--- config.mk ---
export PLATFORM = sky130hd
export DESIGN_NAME = memory_game
export DESIGN_NICKNAME = d
export VERILOG_FILES = /design/src/common/memory_game_pkg.sv /design/src/common/game_ctrl_if.sv /design/src/datapath/sequence_rom.sv /design/src/datapath/round_counters.sv /design/src/datapath/move_register.sv /design/src/datapath/play_timer.sv /design/src/hex7seg.sv /design/src/game_fsm.sv /design/src/memory_game.sv
export VERILOG_INCLUDE_DIRS = /design/src /design/src/common
export SDC_FILE = /design/constraint.sdc
export NUM_CORES = 1
export LEC_CHECK = 0
export BUFFER_PORTS_ARGS = -buffer_cell sky130_fd_sc_hd__buf_2
export CAP_MARGIN = 20
export CELL_PAD_IN_SITES_DETAIL_PLACEMENT = 0
export CELL_PAD_IN_SITES_GLOBAL_PLACEMENT = 1
export CORE_UTILIZATION = 45
export CTS_CLUSTER_SIZE = 12
export DETAILED_ROUTE_END_ITERATION = 8
export PLACE_DENSITY_LB_ADDON = 0.1
export SLEW_MARGIN = 0
export SYNTH_ARGS = -nofsm -noshare
export SYNTH_HDL_FRONTEND = slang
export SYNTH_SLANG_ARGS = --single-unit
--- constraint.sdc ---
create_clock -name clock -period 6.7 [get_ports clock]
set_clock_uncertainty 0.1 [all_clocks]
set_input_delay 0.335 -clock clock [delete_from_list [all_inputs] [get_ports clock]]
set_output_delay 0.335 -clock clock [all_outputs]
set_load 0.005 [all_outputs]
--- src/common/memory_game_consts.svh ---
// Memory game constants for sequence length and timer limits

`ifndef MEMORY_GAME_CONSTS_SVH
`define MEMORY_GAME_CONSTS_SVH

// Entries in the fixed sequence
`define SEQ_LEN 16

// Cycles allowed in wait_move before timeout
`define MOVE_TIMEOUT 200
`define MOVE_TIMEOUT_W 8

// Cycles the newest element stays lit
`define LED_SHOW 4
`define LED_SHOW_W 3

`endif

--- src/common/memory_game_pkg.sv ---
// Memory game package with the FSM state type and the sequence index type

`include "memory_game_consts.svh"

package memory_game_pkg;

    // ----------------------------------------------------------
    // Control FSM states
    // ----------------------------------------------------------
    // The encoding is shown on the state display, so end states use letters
    typedef enum logic [3:0] {
        st_idle       = 4'h0,
        st_init       = 4'h1,
        st_show       = 4'h2,
        st_wait_move  = 4'h3,
        st_check      = 4'h4,
        st_next_move  = 4'h5,
        st_next_round = 4'h6,
        st_won        = 4'hA,
        st_lost       = 4'hE,
        st_timed_out  = 4'hF
    } game_state_t;

    // Index into the sequence, used for the address and the round
    typedef logic [$clog2(`SEQ_LEN)-1:0] seq_idx_t;

endpackage

--- src/common/game_ctrl_if.sv ---
// Control bus between the game FSM and the datapath blocks

`timescale 1ns/10ps

interface game_ctrl_if;
    import memory_game_pkg::*;

    // Strobes from the FSM
    logic clear_addr;
    logic count_addr;
    logic clear_round;
    logic count_round;
    logic clear_move;
    logic load_move;
    logic clear_timer;
    logic count_timer;
    logic start_show;

    // Status levels from the datapath
    logic addr_end;
    logic last_round;
    logic move_seen;
    logic move_ok;
    logic timer_expired;
    logic show_done;

    // Shared between datapath blocks
    seq_idx_t   address;
    logic [3:0] rom_word;

    modport ctrl (
        output clear_addr, count_addr, clear_round, count_round,
        output clear_move, load_move, clear_timer, count_timer, start_show,
        input  addr_end, last_round, move_seen, move_ok, timer_expired, show_done
    );

    modport dp (
        input  clear_addr, count_addr, clear_round, count_round,
        input  clear_move, load_move, clear_timer, count_timer, start_show,
        output addr_end, last_round, move_seen, move_ok, timer_expired, show_done,
        output address, rom_word
    );

endinterface

--- src/datapath/sequence_rom.sv ---
// Fixed sequence table of one-hot button codes

`timescale 1ns/10ps
`include "memory_game_consts.svh"

module sequence_rom (
    game_ctrl_if.dp                   dp,
    input  memory_game_pkg::seq_idx_t round,
    output logic [3:0]                word,
    output logic [3:0]                show_word
);

    // Lit button number per entry
    localparam logic [1:0] LIT_BIT [`SEQ_LEN] = '{
        2'd0, 2'd1, 2'd2, 2'd3,
        2'd2, 2'd1, 2'd3, 2'd0,
        2'd1, 2'd3, 2'd2, 2'd0,
        2'd3, 2'd2, 2'd1, 2'd0
    };

    // Entry under test during replay
    assign word = 4'b0001 << LIT_BIT[dp.address];

    // Newest entry of the round, shown on the LEDs
    assign show_word = 4'b0001 << LIT_BIT[round];

    assign dp.rom_word = word;

endmodule

--- src/datapath/round_counters.sv ---
// Address and round counters with end-of-round and last-round flags

`timescale 1ns/10ps
`include "memory_game_consts.svh"

module round_counters (
    input  logic                      clock,
    input  logic                      arst_n,
    game_ctrl_if.dp                   dp,
    output memory_game_pkg::seq_idx_t round
);
    import memory_game_pkg::*;

    seq_idx_t addr_q;
    seq_idx_t round_q;

    // Address within the current round
    always_ff @(posedge clock or negedge arst_n) begin
        if (!arst_n) begin
            addr_q <= '0;
        end else if (dp.clear_addr) begin
            addr_q <= '0;
        end else if (dp.count_addr) begin
            addr_q <= addr_q + 1'b1;
        end
    end

    // Index of the newest entry in play
    always_ff @(posedge clock or negedge arst_n) begin
        if (!arst_n) begin
            round_q <= '0;
        end else if (dp.clear_round) begin
            round_q <= '0;
        end else if (dp.count_round) begin
            round_q <= round_q + 1'b1;
        end
    end

    assign dp.address    = addr_q;
    assign dp.addr_end   = (addr_q == round_q);
    assign dp.last_round = (round_q == seq_idx_t'(`SEQ_LEN - 1));
    assign round         = round_q;

endmodule

--- src/datapath/move_register.sv ---
// Button press detection, move register and comparison against the sequence

`timescale 1ns/10ps

module move_register (
    input  logic       clock,
    input  logic       arst_n,
    input  logic [3:0] buttons,
    game_ctrl_if.dp    dp,
    output logic [3:0] move
);

    logic [3:0] prev_buttons;
    logic       press;
    logic       seen;

    // New press is a change from all released to any pressed
    assign press = (buttons != 4'b0000) && (prev_buttons == 4'b0000);

    always_ff @(posedge clock or negedge arst_n) begin
        if (!arst_n) begin
            prev_buttons <= 4'b0000;
            seen         <= 1'b0;
            move         <= 4'b0000;
        end else begin
            prev_buttons <= buttons;
            if (dp.clear_move) begin
                seen <= 1'b0;
                move <= 4'b0000;
            end else if (dp.load_move && press) begin
                seen <= 1'b1;
                move <= buttons;
            end
        end
    end

    assign dp.move_seen = seen;

    // Exact match, so two buttons together never pass
    assign dp.move_ok = (move == dp.rom_word);

endmodule

--- src/datapath/play_timer.sv ---
// Move timeout counter and LED show counter

`timescale 1ns/10ps
`include "memory_game_consts.svh"

module play_timer (
    input  logic    clock,
    input  logic    arst_n,
    game_ctrl_if.dp dp
);

    logic [`MOVE_TIMEOUT_W-1:0] move_cnt;
    logic [`LED_SHOW_W-1:0]     show_cnt;

    // ----------------------------------------------------------
    // Cycles spent waiting for a press
    // ----------------------------------------------------------
    always_ff @(posedge clock or negedge arst_n) begin
        if (!arst_n) begin
            move_cnt <= '0;
        end else if (dp.clear_timer) begin
            move_cnt <= '0;
        end else if (dp.count_timer) begin
            move_cnt <= move_cnt + 1'b1;
        end
    end

    // Last allowed cycle, FSM leaves on the next edge
    assign dp.timer_expired = (move_cnt == `MOVE_TIMEOUT_W'(`MOVE_TIMEOUT - 1));

    // ----------------------------------------------------------
    // LED show length, holds at the limit
    // ----------------------------------------------------------
    always_ff @(posedge clock or negedge arst_n) begin
        if (!arst_n) begin
            show_cnt <= '0;
        end else if (dp.start_show) begin
            show_cnt <= `LED_SHOW_W'(1);
        end else if (show_cnt != '0 && show_cnt != `LED_SHOW_W'(`LED_SHOW)) begin
            show_cnt <= show_cnt + 1'b1;
        end
    end

    assign dp.show_done = (show_cnt == `LED_SHOW_W'(`LED_SHOW));

endmodule

--- src/hex7seg.sv ---
// Hex digit to seven-segment decoder with active-high segments

`timescale 1ns/10ps

module hex7seg (
    input  logic [3:0] hexa,
    output logic [6:0] display
);

    // Bit order is g f e d c b a
    always_comb begin
        case (hexa)
            4'h0:    display = 7'h3F;
            4'h1:    display = 7'h06;
            4'h2:    display = 7'h5B;
            4'h3:    display = 7'h4F;
            4'h4:    display = 7'h66;
            4'h5:    display = 7'h6D;
            4'h6:    display = 7'h7D;
            4'h7:    display = 7'h07;
            4'h8:    display = 7'h7F;
            4'h9:    display = 7'h6F;
            4'hA:    display = 7'h77;
            4'hB:    display = 7'h7C;
            4'hC:    display = 7'h39;
            4'hD:    display = 7'h5E;
            4'hE:    display = 7'h79;
            default: display = 7'h71;
        endcase
    end

endmodule

--- src/game_fsm.sv ---
// Game control FSM sequencing rounds and deciding win, loss and timeout

`timescale 1ns/10ps

module game_fsm (
    input  logic                        clock,
    input  logic                        arst_n,
    input  logic                        play,
    game_ctrl_if.ctrl                   ctrl,
    output logic                        won,
    output logic                        lost,
    output logic                        timeout,
    output logic                        ready,
    output memory_game_pkg::game_state_t state
);
    import memory_game_pkg::*;

    game_state_t next_state;

    // ----------------------------------------------------------
    // State register
    // ----------------------------------------------------------
    always_ff @(posedge clock or negedge arst_n) begin
        if (!arst_n) begin
            state <= st_idle;
        end else begin
            state <= next_state;
        end
    end

    // ----------------------------------------------------------
    // Next state
    // ----------------------------------------------------------
    always_comb begin
        next_state = state;
        case (state)
            st_idle, st_won, st_lost, st_timed_out: begin
                if (play) begin
                    next_state = st_init;
                end
            end
            st_init:       next_state = st_show;
            st_show: begin
                if (ctrl.show_done) begin
                    next_state = st_wait_move;
                end
            end
            st_wait_move: begin
                // A press seen in the same cycle as expiry still counts
                if (ctrl.move_seen) begin
                    next_state = st_check;
                end else if (ctrl.timer_expired) begin
                    next_state = st_timed_out;
                end
            end
            st_check: begin
                if (!ctrl.move_ok) begin
                    next_state = st_lost;
                end else if (!ctrl.addr_end) begin
                    next_state = st_next_move;
                end else if (ctrl.last_round) begin
                    next_state = st_won;
                end else begin
                    next_state = st_next_round;
                end
            end
            st_next_move:  next_state = st_wait_move;
            st_next_round: next_state = st_show;
            default:       next_state = st_idle;
        endcase
    end

    // ----------------------------------------------------------
    // Moore outputs
    // ----------------------------------------------------------
    always_comb begin
        ctrl.clear_addr  = 1'b0;
        ctrl.count_addr  = 1'b0;
        ctrl.clear_round = 1'b0;
        ctrl.count_round = 1'b0;
        ctrl.clear_move  = 1'b0;
        ctrl.load_move   = 1'b0;
        ctrl.clear_timer = 1'b0;
        ctrl.count_timer = 1'b0;
        ctrl.start_show  = 1'b0;
        case (state)
            st_init: begin
                ctrl.clear_addr  = 1'b1;
                ctrl.clear_round = 1'b1;
                ctrl.clear_move  = 1'b1;
                ctrl.clear_timer = 1'b1;
                ctrl.start_show  = 1'b1;
            end
            st_wait_move: begin
                ctrl.load_move   = 1'b1;
                ctrl.count_timer = 1'b1;
            end
            st_next_move: begin
                ctrl.count_addr  = 1'b1;
                ctrl.clear_move  = 1'b1;
                ctrl.clear_timer = 1'b1;
            end
            st_next_round: begin
                // Round grows by one, replay starts from entry zero
                ctrl.count_round = 1'b1;
                ctrl.clear_addr  = 1'b1;
                ctrl.clear_move  = 1'b1;
                ctrl.clear_timer = 1'b1;
                ctrl.start_show  = 1'b1;
            end
            default: ;
        endcase
    end

    assign won     = (state == st_won);
    assign lost    = (state == st_lost);
    assign timeout = (state == st_timed_out);
    assign ready   = (state == st_idle) || won || lost || timeout;

endmodule

--- src/memory_game.sv ---
// Memory game top level joining the control FSM, datapath and debug displays

`timescale 1ns/10ps

module memory_game (
    input  logic       clock,
    input  logic       arst_n,
    input  logic       play,
    input  logic [3:0] buttons,
    output logic       won,
    output logic       lost,
    output logic       timeout,
    output logic       ready,
    output logic [3:0] leds,
    output logic [6:0] db_address,
    output logic [6:0] db_round,
    output logic [6:0] db_memory,
    output logic [6:0] db_move,
    output logic [6:0] db_state,
    output logic       db_move_ok
);
    import memory_game_pkg::*;

    game_state_t state;
    seq_idx_t    round;
    logic [3:0]  word;
    logic [3:0]  show_word;
    logic [3:0]  move;

    game_ctrl_if game_bus ();

    // ----------------------------------------------------------
    // Control and datapath
    // ----------------------------------------------------------
    game_fsm fsm_inst (
        .clock   ( clock    ),
        .arst_n  ( arst_n   ),
        .play    ( play     ),
        .ctrl    ( game_bus ),
        .won     ( won      ),
        .lost    ( lost     ),
        .timeout ( timeout  ),
        .ready   ( ready    ),
        .state   ( state    )
    );

    sequence_rom rom_inst (
        .dp        ( game_bus  ),
        .round     ( round     ),
        .word      ( word      ),
        .show_word ( show_word )
    );

    round_counters counters_inst (
        .clock  ( clock    ),
        .arst_n ( arst_n   ),
        .dp     ( game_bus ),
        .round  ( round    )
    );

    move_register move_inst (
        .clock   ( clock    ),
        .arst_n  ( arst_n   ),
        .buttons ( buttons  ),
        .dp      ( game_bus ),
        .move    ( move     )
    );

    play_timer timer_inst (
        .clock  ( clock    ),
        .arst_n ( arst_n   ),
        .dp     ( game_bus )
    );

    // LEDs lit only while the newest entry is on show
    assign leds       = (state == st_show) ? show_word : 4'b0000;
    assign db_move_ok = game_bus.move_ok;

    // ----------------------------------------------------------
    // Debug displays
    // ----------------------------------------------------------
    hex7seg hex_address ( .hexa ( game_bus.address ), .display ( db_address ) );
    hex7seg hex_round   ( .hexa ( round            ), .display ( db_round   ) );
    hex7seg hex_memory  ( .hexa ( word             ), .display ( db_memory  ) );
    hex7seg hex_move    ( .hexa ( move             ), .display ( db_move    ) );
    hex7seg hex_state   ( .hexa ( state            ), .display ( db_state   ) );

endmodule

==> qor.csv, run 1 <==
stage,metric,value,unit
die,Starting Density,47.44,%
timing,WHS,-0.4758,ps
power,Max VDD drop,0.0001883,V
timing,slew margin rel.,41.78,%
clock_network,Sink Count,32,
detailed_routing,Detail Route Antenna Nets,0,
synth,dominant register cell in the synthesized netlist,dfrtp_1,
worst_setup_path,CP endpoint kind,output port,
power,Cell Pwr Density,341.1,nW/µm²
synth,synth cell count leaders,"nand2_1, nor2_1, ha_1",
clock_network,CTS Hold Bufs,0,
synth,Syn Area/Cell,7.817,µm²
outcome,failing checks,"DRC, hold timing",
die,Die Span X,84.52,µm
clock_network,cts repair resizes,0,
clock_network,clock tree buffer depth,2,
power,power share of the combinational group,56.9,%
synth,Synth area leaders,"dfrtp_1, ha_1, nand2_1, nor2_1, a21oi_1",
power,leakage,1.564,nW
worst_hold_path,worst hold path class,input pin to async pin,
synth,post-synth top area share,26.13,%
timing,Final Max Slew Viols,0,
power,Net Switching,0.5221,mW
place,HPWL Detailed,4916,µm
timing,period utilization,47.99,%
detailed_routing,# DRC,8,
die,Die H,84.52,µm
clock_network,clock latency on the worst-skew pair,280,ps
global_routing,initial antenna violation count,0,
global_routing,vias in the first global route,2442,
worst_setup_path,reg2reg start,counters_inst.dp.address[0]$_DFFE_PN0N_,
power,overall power,1.153,mW
layout,ANT cells,0,
synth,Post-synth EDFFs,0,
global_routing,GRT overflow,0,
layout,Syn-to-layout area delta,10.29,%
die,Placeable Area,6459,µm²
detailed_routing,DR pass1 iterations,6,
synth,Cell variety after synth,56,
worst_setup_path,Crit Path Class,flop to output port,
power,Flop pwr share,27.2,%
timing,Worst Tran Pin Value,873.3,ps
layout,Layout Nets,462,
detailed_routing,final wirelength,6906,µm
synth,"count leader, synth",nand2_1,
clock_network,CTS tree,built,
global_routing,All-Layer GR Usage,20.05,%
outcome,outcome,"finished, violations left",
power,clock share of power,15.9,%
timing,setup TNS,0,ps
detailed_routing,via count,2811,
power,Sw Ratio,45.30,%
detailed_routing,Wirelength per Cell,13.87,µm
synth,post-synthesis cell count,392,
layout,share of layout cells above drive strength 1,15.44,%
synth,YS warnings,0,
worst_setup_path,Reg-to-Reg End,fsm_inst.state[0]$_DFFE_PN0P_,
die,Row Count,29,
die,Die ar.,7144,µm²
worst_setup_path,Register-to-Register Path Depth,7,
timing,"Hold Violations, Final",1,
clock_network,H-tree levels,2,
detailed_routing,vias per cell,5.645,
clock_network,TritonCTS Buffers,5,
timing,RSZ-0062 raised after global routing,false,
timing,final setup vio count,0,
die,Top Ports,51,
synth,Seq cells post-synth,32,
synth,largest area contributor in the netlist,dfrtp_1,
place,PortBufs,49,
job,Max Cap Viol,0,
worst_setup_path,"reg-to-reg slack, setup",3970,ps
worst_setup_path,CP max FO,14,
detailed_routing,starting DRC count in detailed routing,190,
synth,Netlist Area Pre-Place,3064,µm²
place,placed inst area,3268,µm²
synth,Post-synth ARST share,100.0,%
place,routability cong.,0.9000,
worst_setup_path,CP Launch Type,flop,
worst_setup_path,WP data required,6260,ps
synth,Synthesized Nets,434,
layout,"Design Area, Final",3379,µm²
synth,sequential area share after synthesis,26.13,%
clock_network,Worst-path clk slew,70,ps
worst_setup_path,Critical Path AT,2780,ps
timing,fin crit period,3215,ps
global_routing,largest net degree at the start of global routing,33,
clock_network,"Setup Fix Bufs, Post-CTS",0,
global_routing,first-pass GRT wire length,11790,µm
power,internal power,0.6305,mW
clock_network,Clock Root Buffer,clkbuf_8,
timing,maximum operating frequency,311.0,MHz
## how the worst max path moves through the flow
stage	cells after the start	startpoint	slack (ps)	to
global route	7	counters_inst.dp.address[0]$_DFFE_PN0N_	3220	db_move_ok
detailed placement	7	counters_inst.dp.address[0]$_DFFE_PN0N_	3750	db_move_ok
floorplan	7	counters_inst.dp.address[0]$_DFFE_PN0N_	4170	db_move_ok
CTS	7	counters_inst.dp.address[0]$_DFFE_PN0N_	3430	db_move_ok
finish	7	counters_inst.dp.address[0]$_DFFE_PN0N_	3480	db_move_ok
global placement	7	counters_inst.dp.address[0]$_DFFE_PN0N_	3880	db_move_ok
## state kept, by name, indices dropped and copies added, names as in the netlist
register                  flops
counters_inst.dp.address      4
counters_inst.round           4
fsm_inst.state                4
move_inst.dp.move_seen        1
move_inst.move                4
move_inst.prev_buttons        4
timer_inst.move_cnt           8
timer_inst.show_cnt           3
## cells by family after synthesis
kind of cell / synth area share (%)
simple gates: 20.99
compound gates: 22.46
buf+inv: 7.554
fa+ha+maj: 14.29
flops: 26.13
xor+xnor: 4.002
mux: 4.451
other cells: 0.1224
## cell type report
| class | instances | area [µm²] |
|---|---|---|
| fill | 641 | 3079 |
| timing repair buffer | 49 | 245.2 |
| inverter | 25 | 93.84 |
| clock inverter | 3 | 42.54 |
| tap | 77 | 96.34 |
| sequential | 32 | 800.8 |
| clock buffer | 5 | 68.82 |
| multi-input combinational | 307 | 2032 |
## placed cells by master (no fill, tap or decap), types with 8 or more instances in the layout
cell type / netlist / routed
a21oi_1: 30 / 30
nor2_1: 41 / 41
o21ai_0: 27 / 27
ha_1: 35 / 35
mux2i_1: 8 / 8
dfrtp_1: 32 / 32
buf_2: 2 / 49
nor3_1: 10 / 10
xor2_1: 9 / 9
nand2_1: 45 / 45
inv_1: 25 / 25
## routing by layer
| metal | part of all wire, % | vias up | global-route usage (%) |
|---|---|---|---|
| li1 | - | 1423 | - |
| met1 | 52 | 1316 | 30.03 |
| met2 | 43 | 67 | 30.01 |
| met3 | 4.1 | 5 | 3.441 |
| met4 | 0.75 | 0 | 4.777 |
| met5 | 0 | - | 0 |
## critical path: stages, from the launching register on
cell      delay (ps)
dfrtp_1          620
inv_1            220
ha_1             440
mux2i_1          110
o21ai_0          340
and4bb_2         280
a211o_1          340
buf_2            150
## per-stage QoR
| stage | setup WS [ps] | std cells | util, % |
|---|---|---|---|
| 5_1_grt | 3215 | 498 | 52.32 |
| 6_report | 3485 | 498 | 52.32 |
| 3_5_place_dp | 3754 | 490 | 50.60 |
| 3_3_place_gp | 3881 | 490 | 50.60 |
| 2_1_floorplan | 4169 | 392 | - |
| 4_1_cts | 3434 | 498 | 52.32 |
## power groups by stage
stage | logic [mW] | registers (mW) | clock network (mW)
5_1_grt | 0.745 | 0.325 | 0.199
4_1_cts | 0.661 | 0.314 | 0.188
3_3_place_gp | 0.653 | 0.314 | 0
6_report | 0.656 | 0.314 | 0.183
2_1_floorplan | 0.529 | 0.259 | 0
3_5_place_dp | 0.655 | 0.316 | 0
(Power assumes the default switching activity.)
==> run 2: changes to the inputs <==
CORE_UTILIZATION = 42   (was 45)
clock period = 3.3 ns   (was 6.7 ns; I/O delays follow)
==> run 2 against run 1 <==
The run now ends clean. Cell count is 5.4% higher. Routed wire length is 1.9% higher. Utilization is 2.0 points lower. Sequential power is 100% higher. First-iteration DRC count is 36% lower. Sequential cell count stayed put. Via count is 1.3% lower. Register-to-register slack worse by 3400 ps. Largest power group unchanged.
==> qor.csv, run 2 (same netlist as run 1, synthesis figures left out) <==
stage,metric,value,unit,change
timing,WHS,165.4,ps,was -0.4758 ps
clock_network,Sink Count,32,,unchanged
layout,most flop-heavy register,timer_inst.move_cnt,,unchanged
power,Max VDD drop,0.0002994,V,was 0.0001883 V
power,Cell Pwr Density,679.1,nW/µm²,was 341.1 nW/µm²
die,Row Count,30,,was 29
detailed_routing,vias per cell,5.284,,was 5.645
power,leakage,1.600,nW,was 1.564 nW
worst_setup_path,CP Launch Type,flop,,unchanged
layout,Layout Nets,470,,was 462
clock_network,TritonCTS Buffers,5,,unchanged
detailed_routing,Detail Route Antenna Nets,0,,unchanged
clock_network,Clock Root Buffer,clkbuf_8,,unchanged
layout,"most common cell after layout, fill and taps aside",buf_2,,unchanged
timing,RSZ-0062 raised after global routing,false,,unchanged
die,Starting Density,44.37,%,was 47.44%
worst_setup_path,Critical Path AT,2750,ps,was 2780 ps
global_routing,first-pass GRT wire length,11980,µm,"was 11,790 µm"
die,Placeable Area,6907,µm²,was 6459 µm²
die,Die H,87.42,µm,was 84.52 µm
clock_network,H-tree levels,2,,unchanged
global_routing,initial antenna violation count,0,,unchanged
outcome,outcome,"complete, no violations",,"was finished, violations left"
layout,share of layout cells above drive strength 1,16.32,%,was 15.44%
detailed_routing,# DRC,0,,was 8
detailed_routing,DR pass1 iterations,4,,was 6
timing,setup TNS,0,ps,unchanged
timing,slew margin rel.,51.35,%,was 41.78%
place,routability cong.,0.7887,,was 0.9000
layout,Syn-to-layout area delta,13.52,%,was 10.29%
detailed_routing,final wirelength,7036,µm,was 6906 µm
place,HPWL Detailed,5079,µm,was 4916 µm
worst_setup_path,Crit Path Class,flop to output port,,unchanged
timing,"Hold Violations, Final",0,,was 1
timing,period utilization,91.39,%,
global_routing,GRT overflow,0,,unchanged
global_routing,All-Layer GR Usage,19.61,%,was 20.05%
layout,ANT cells,0,,unchanged
clock_network,clock latency on the worst-skew pair,290,ps,was 280 ps
clock_network,clock tree buffer depth,2,,unchanged
die,Die Span X,87.42,µm,was 84.52 µm
place,"worst slack, placed",453.0,ps,was 3754 ps
clock_network,Worst-path clk slew,70,ps,about the same
timing,final setup vio count,0,,unchanged
job,Max Cap Viol,0,,unchanged
worst_setup_path,WP data required,3030,ps,was 6260 ps
timing,Final Max Slew Viols,0,,unchanged
timing,Worst Tran Pin Value,729.8,ps,was 873.3 ps
detailed_routing,via count,2774,,"was 2,811"
worst_hold_path,worst hold path class,input pin to flop,,was input pin to async pin
layout,max reg flops,8,,unchanged
die,Die ar.,7641,µm²,was 7144 µm²
timing,Final WS setup,284.1,ps,was 3485 ps
place,PortBufs,49,,unchanged
timing,fin crit period,3016,ps,
worst_setup_path,CP max FO,14,,unchanged
detailed_routing,Wirelength per Cell,13.40,µm,was 13.87 µm
global_routing,largest net degree at the start of global routing,33,,unchanged
clock_network,CTS tree,built,,unchanged
global_routing,vias in the first global route,2517,,"was 2,442"
detailed_routing,starting DRC count in detailed routing,121,,was 190
die,Top Ports,51,,unchanged
layout,"commonest cells after routing, fill and taps aside","buf_2, nand2_1, nor2_1, ha_1",,"was buf_2, nand2_1, nor2_1, ha_1, dfrtp_1"
timing,maximum operating frequency,331.6,MHz,
worst_setup_path,CP endpoint kind,output port,,unchanged
-- run 2: worst paths after layout --
kind	slack, ps	to	cells after the start	start
max	280	db_move_ok	7	counters_inst.dp.address[0]$_DFFE_PN0N_
min	170	fsm_inst.state[2]$_DFFE_PN0P_	4	play
max reg2reg	600	fsm_inst.state[0]$_DFFE_PN0P_	7	counters_inst.dp.address[0]$_DFFE_PN0N_
min reg2reg	420	move_inst.dp.move_seen$_DFFE_PN0P_	2	move_inst.dp.move_seen$_DFFE_PN0P_
max in group asynchronous	2250	counters_inst.dp.address[1]$_DFFE_PN0N_	2	arst_n
min in group asynchronous	360	move_inst.move[3]$_DFFE_PN0P_	2	arst_n
-- run 2: metrics by stage --
step	power [mW]	cell area, µm²	cells	util [%]
after floorplan	1.601	3064	392	-
after global placement	1.973	3314	512	47.99
after detailed placement	1.987	3314	512	47.99
after CTS	2.376	3476	525	50.33
after global routing	2.596	3478	525	50.36
final	2.362	3478	525	50.36
-- run 2: layer usage --
metal | GRT usage [%] | vias to the layer above | part of all wire [%]
li1 | - | 1442 | -
met1 | 28.91 | 1278 | 53
met2 | 30.54 | 49 | 44
met3 | 2.654 | 5 | 2.9
met4 | 4.024 | 0 | 0.70
met5 | 0 | - | 0
-- run 2: timing repair --
item                       4_1_cts  5_1_grt
hold buffers                     5        0
resized for setup                0        2
hold endpoints to repair        36        0
setup buffers                    0        0
setup endpoints to repair        0        1
-- run 2: area by class of cell --
cell class | count | area, µm²
Fill cell | 716 | 3428
Tap cell | 96 | 120.1
Inverter | 25 | 93.84
Sequential cell | 32 | 803.3
Clock inverter | 3 | 42.54
Multi-Input combinational cell | 307 | 2032
Clock buffer | 5 | 68.82
Timing Repair Buffer | 57 | 317.8
-- run 2: power by group --
part	total (mW)	internal [mW]	switching (mW)
combinational	1.36	0.610	0.751
clock	0.375	0.223	0.152
sequential	0.627	0.464	0.163
total	2.36	1.30	1.07
-- run 2: critical path, stage by stage, from the launching register on --
cell and delay (ps):
dfrtp_2 530, inv_1 180, ha_1 410, mux2i_1 90
o21ai_0 410, and4bb_2 290, a211o_1 370, buf_2 170
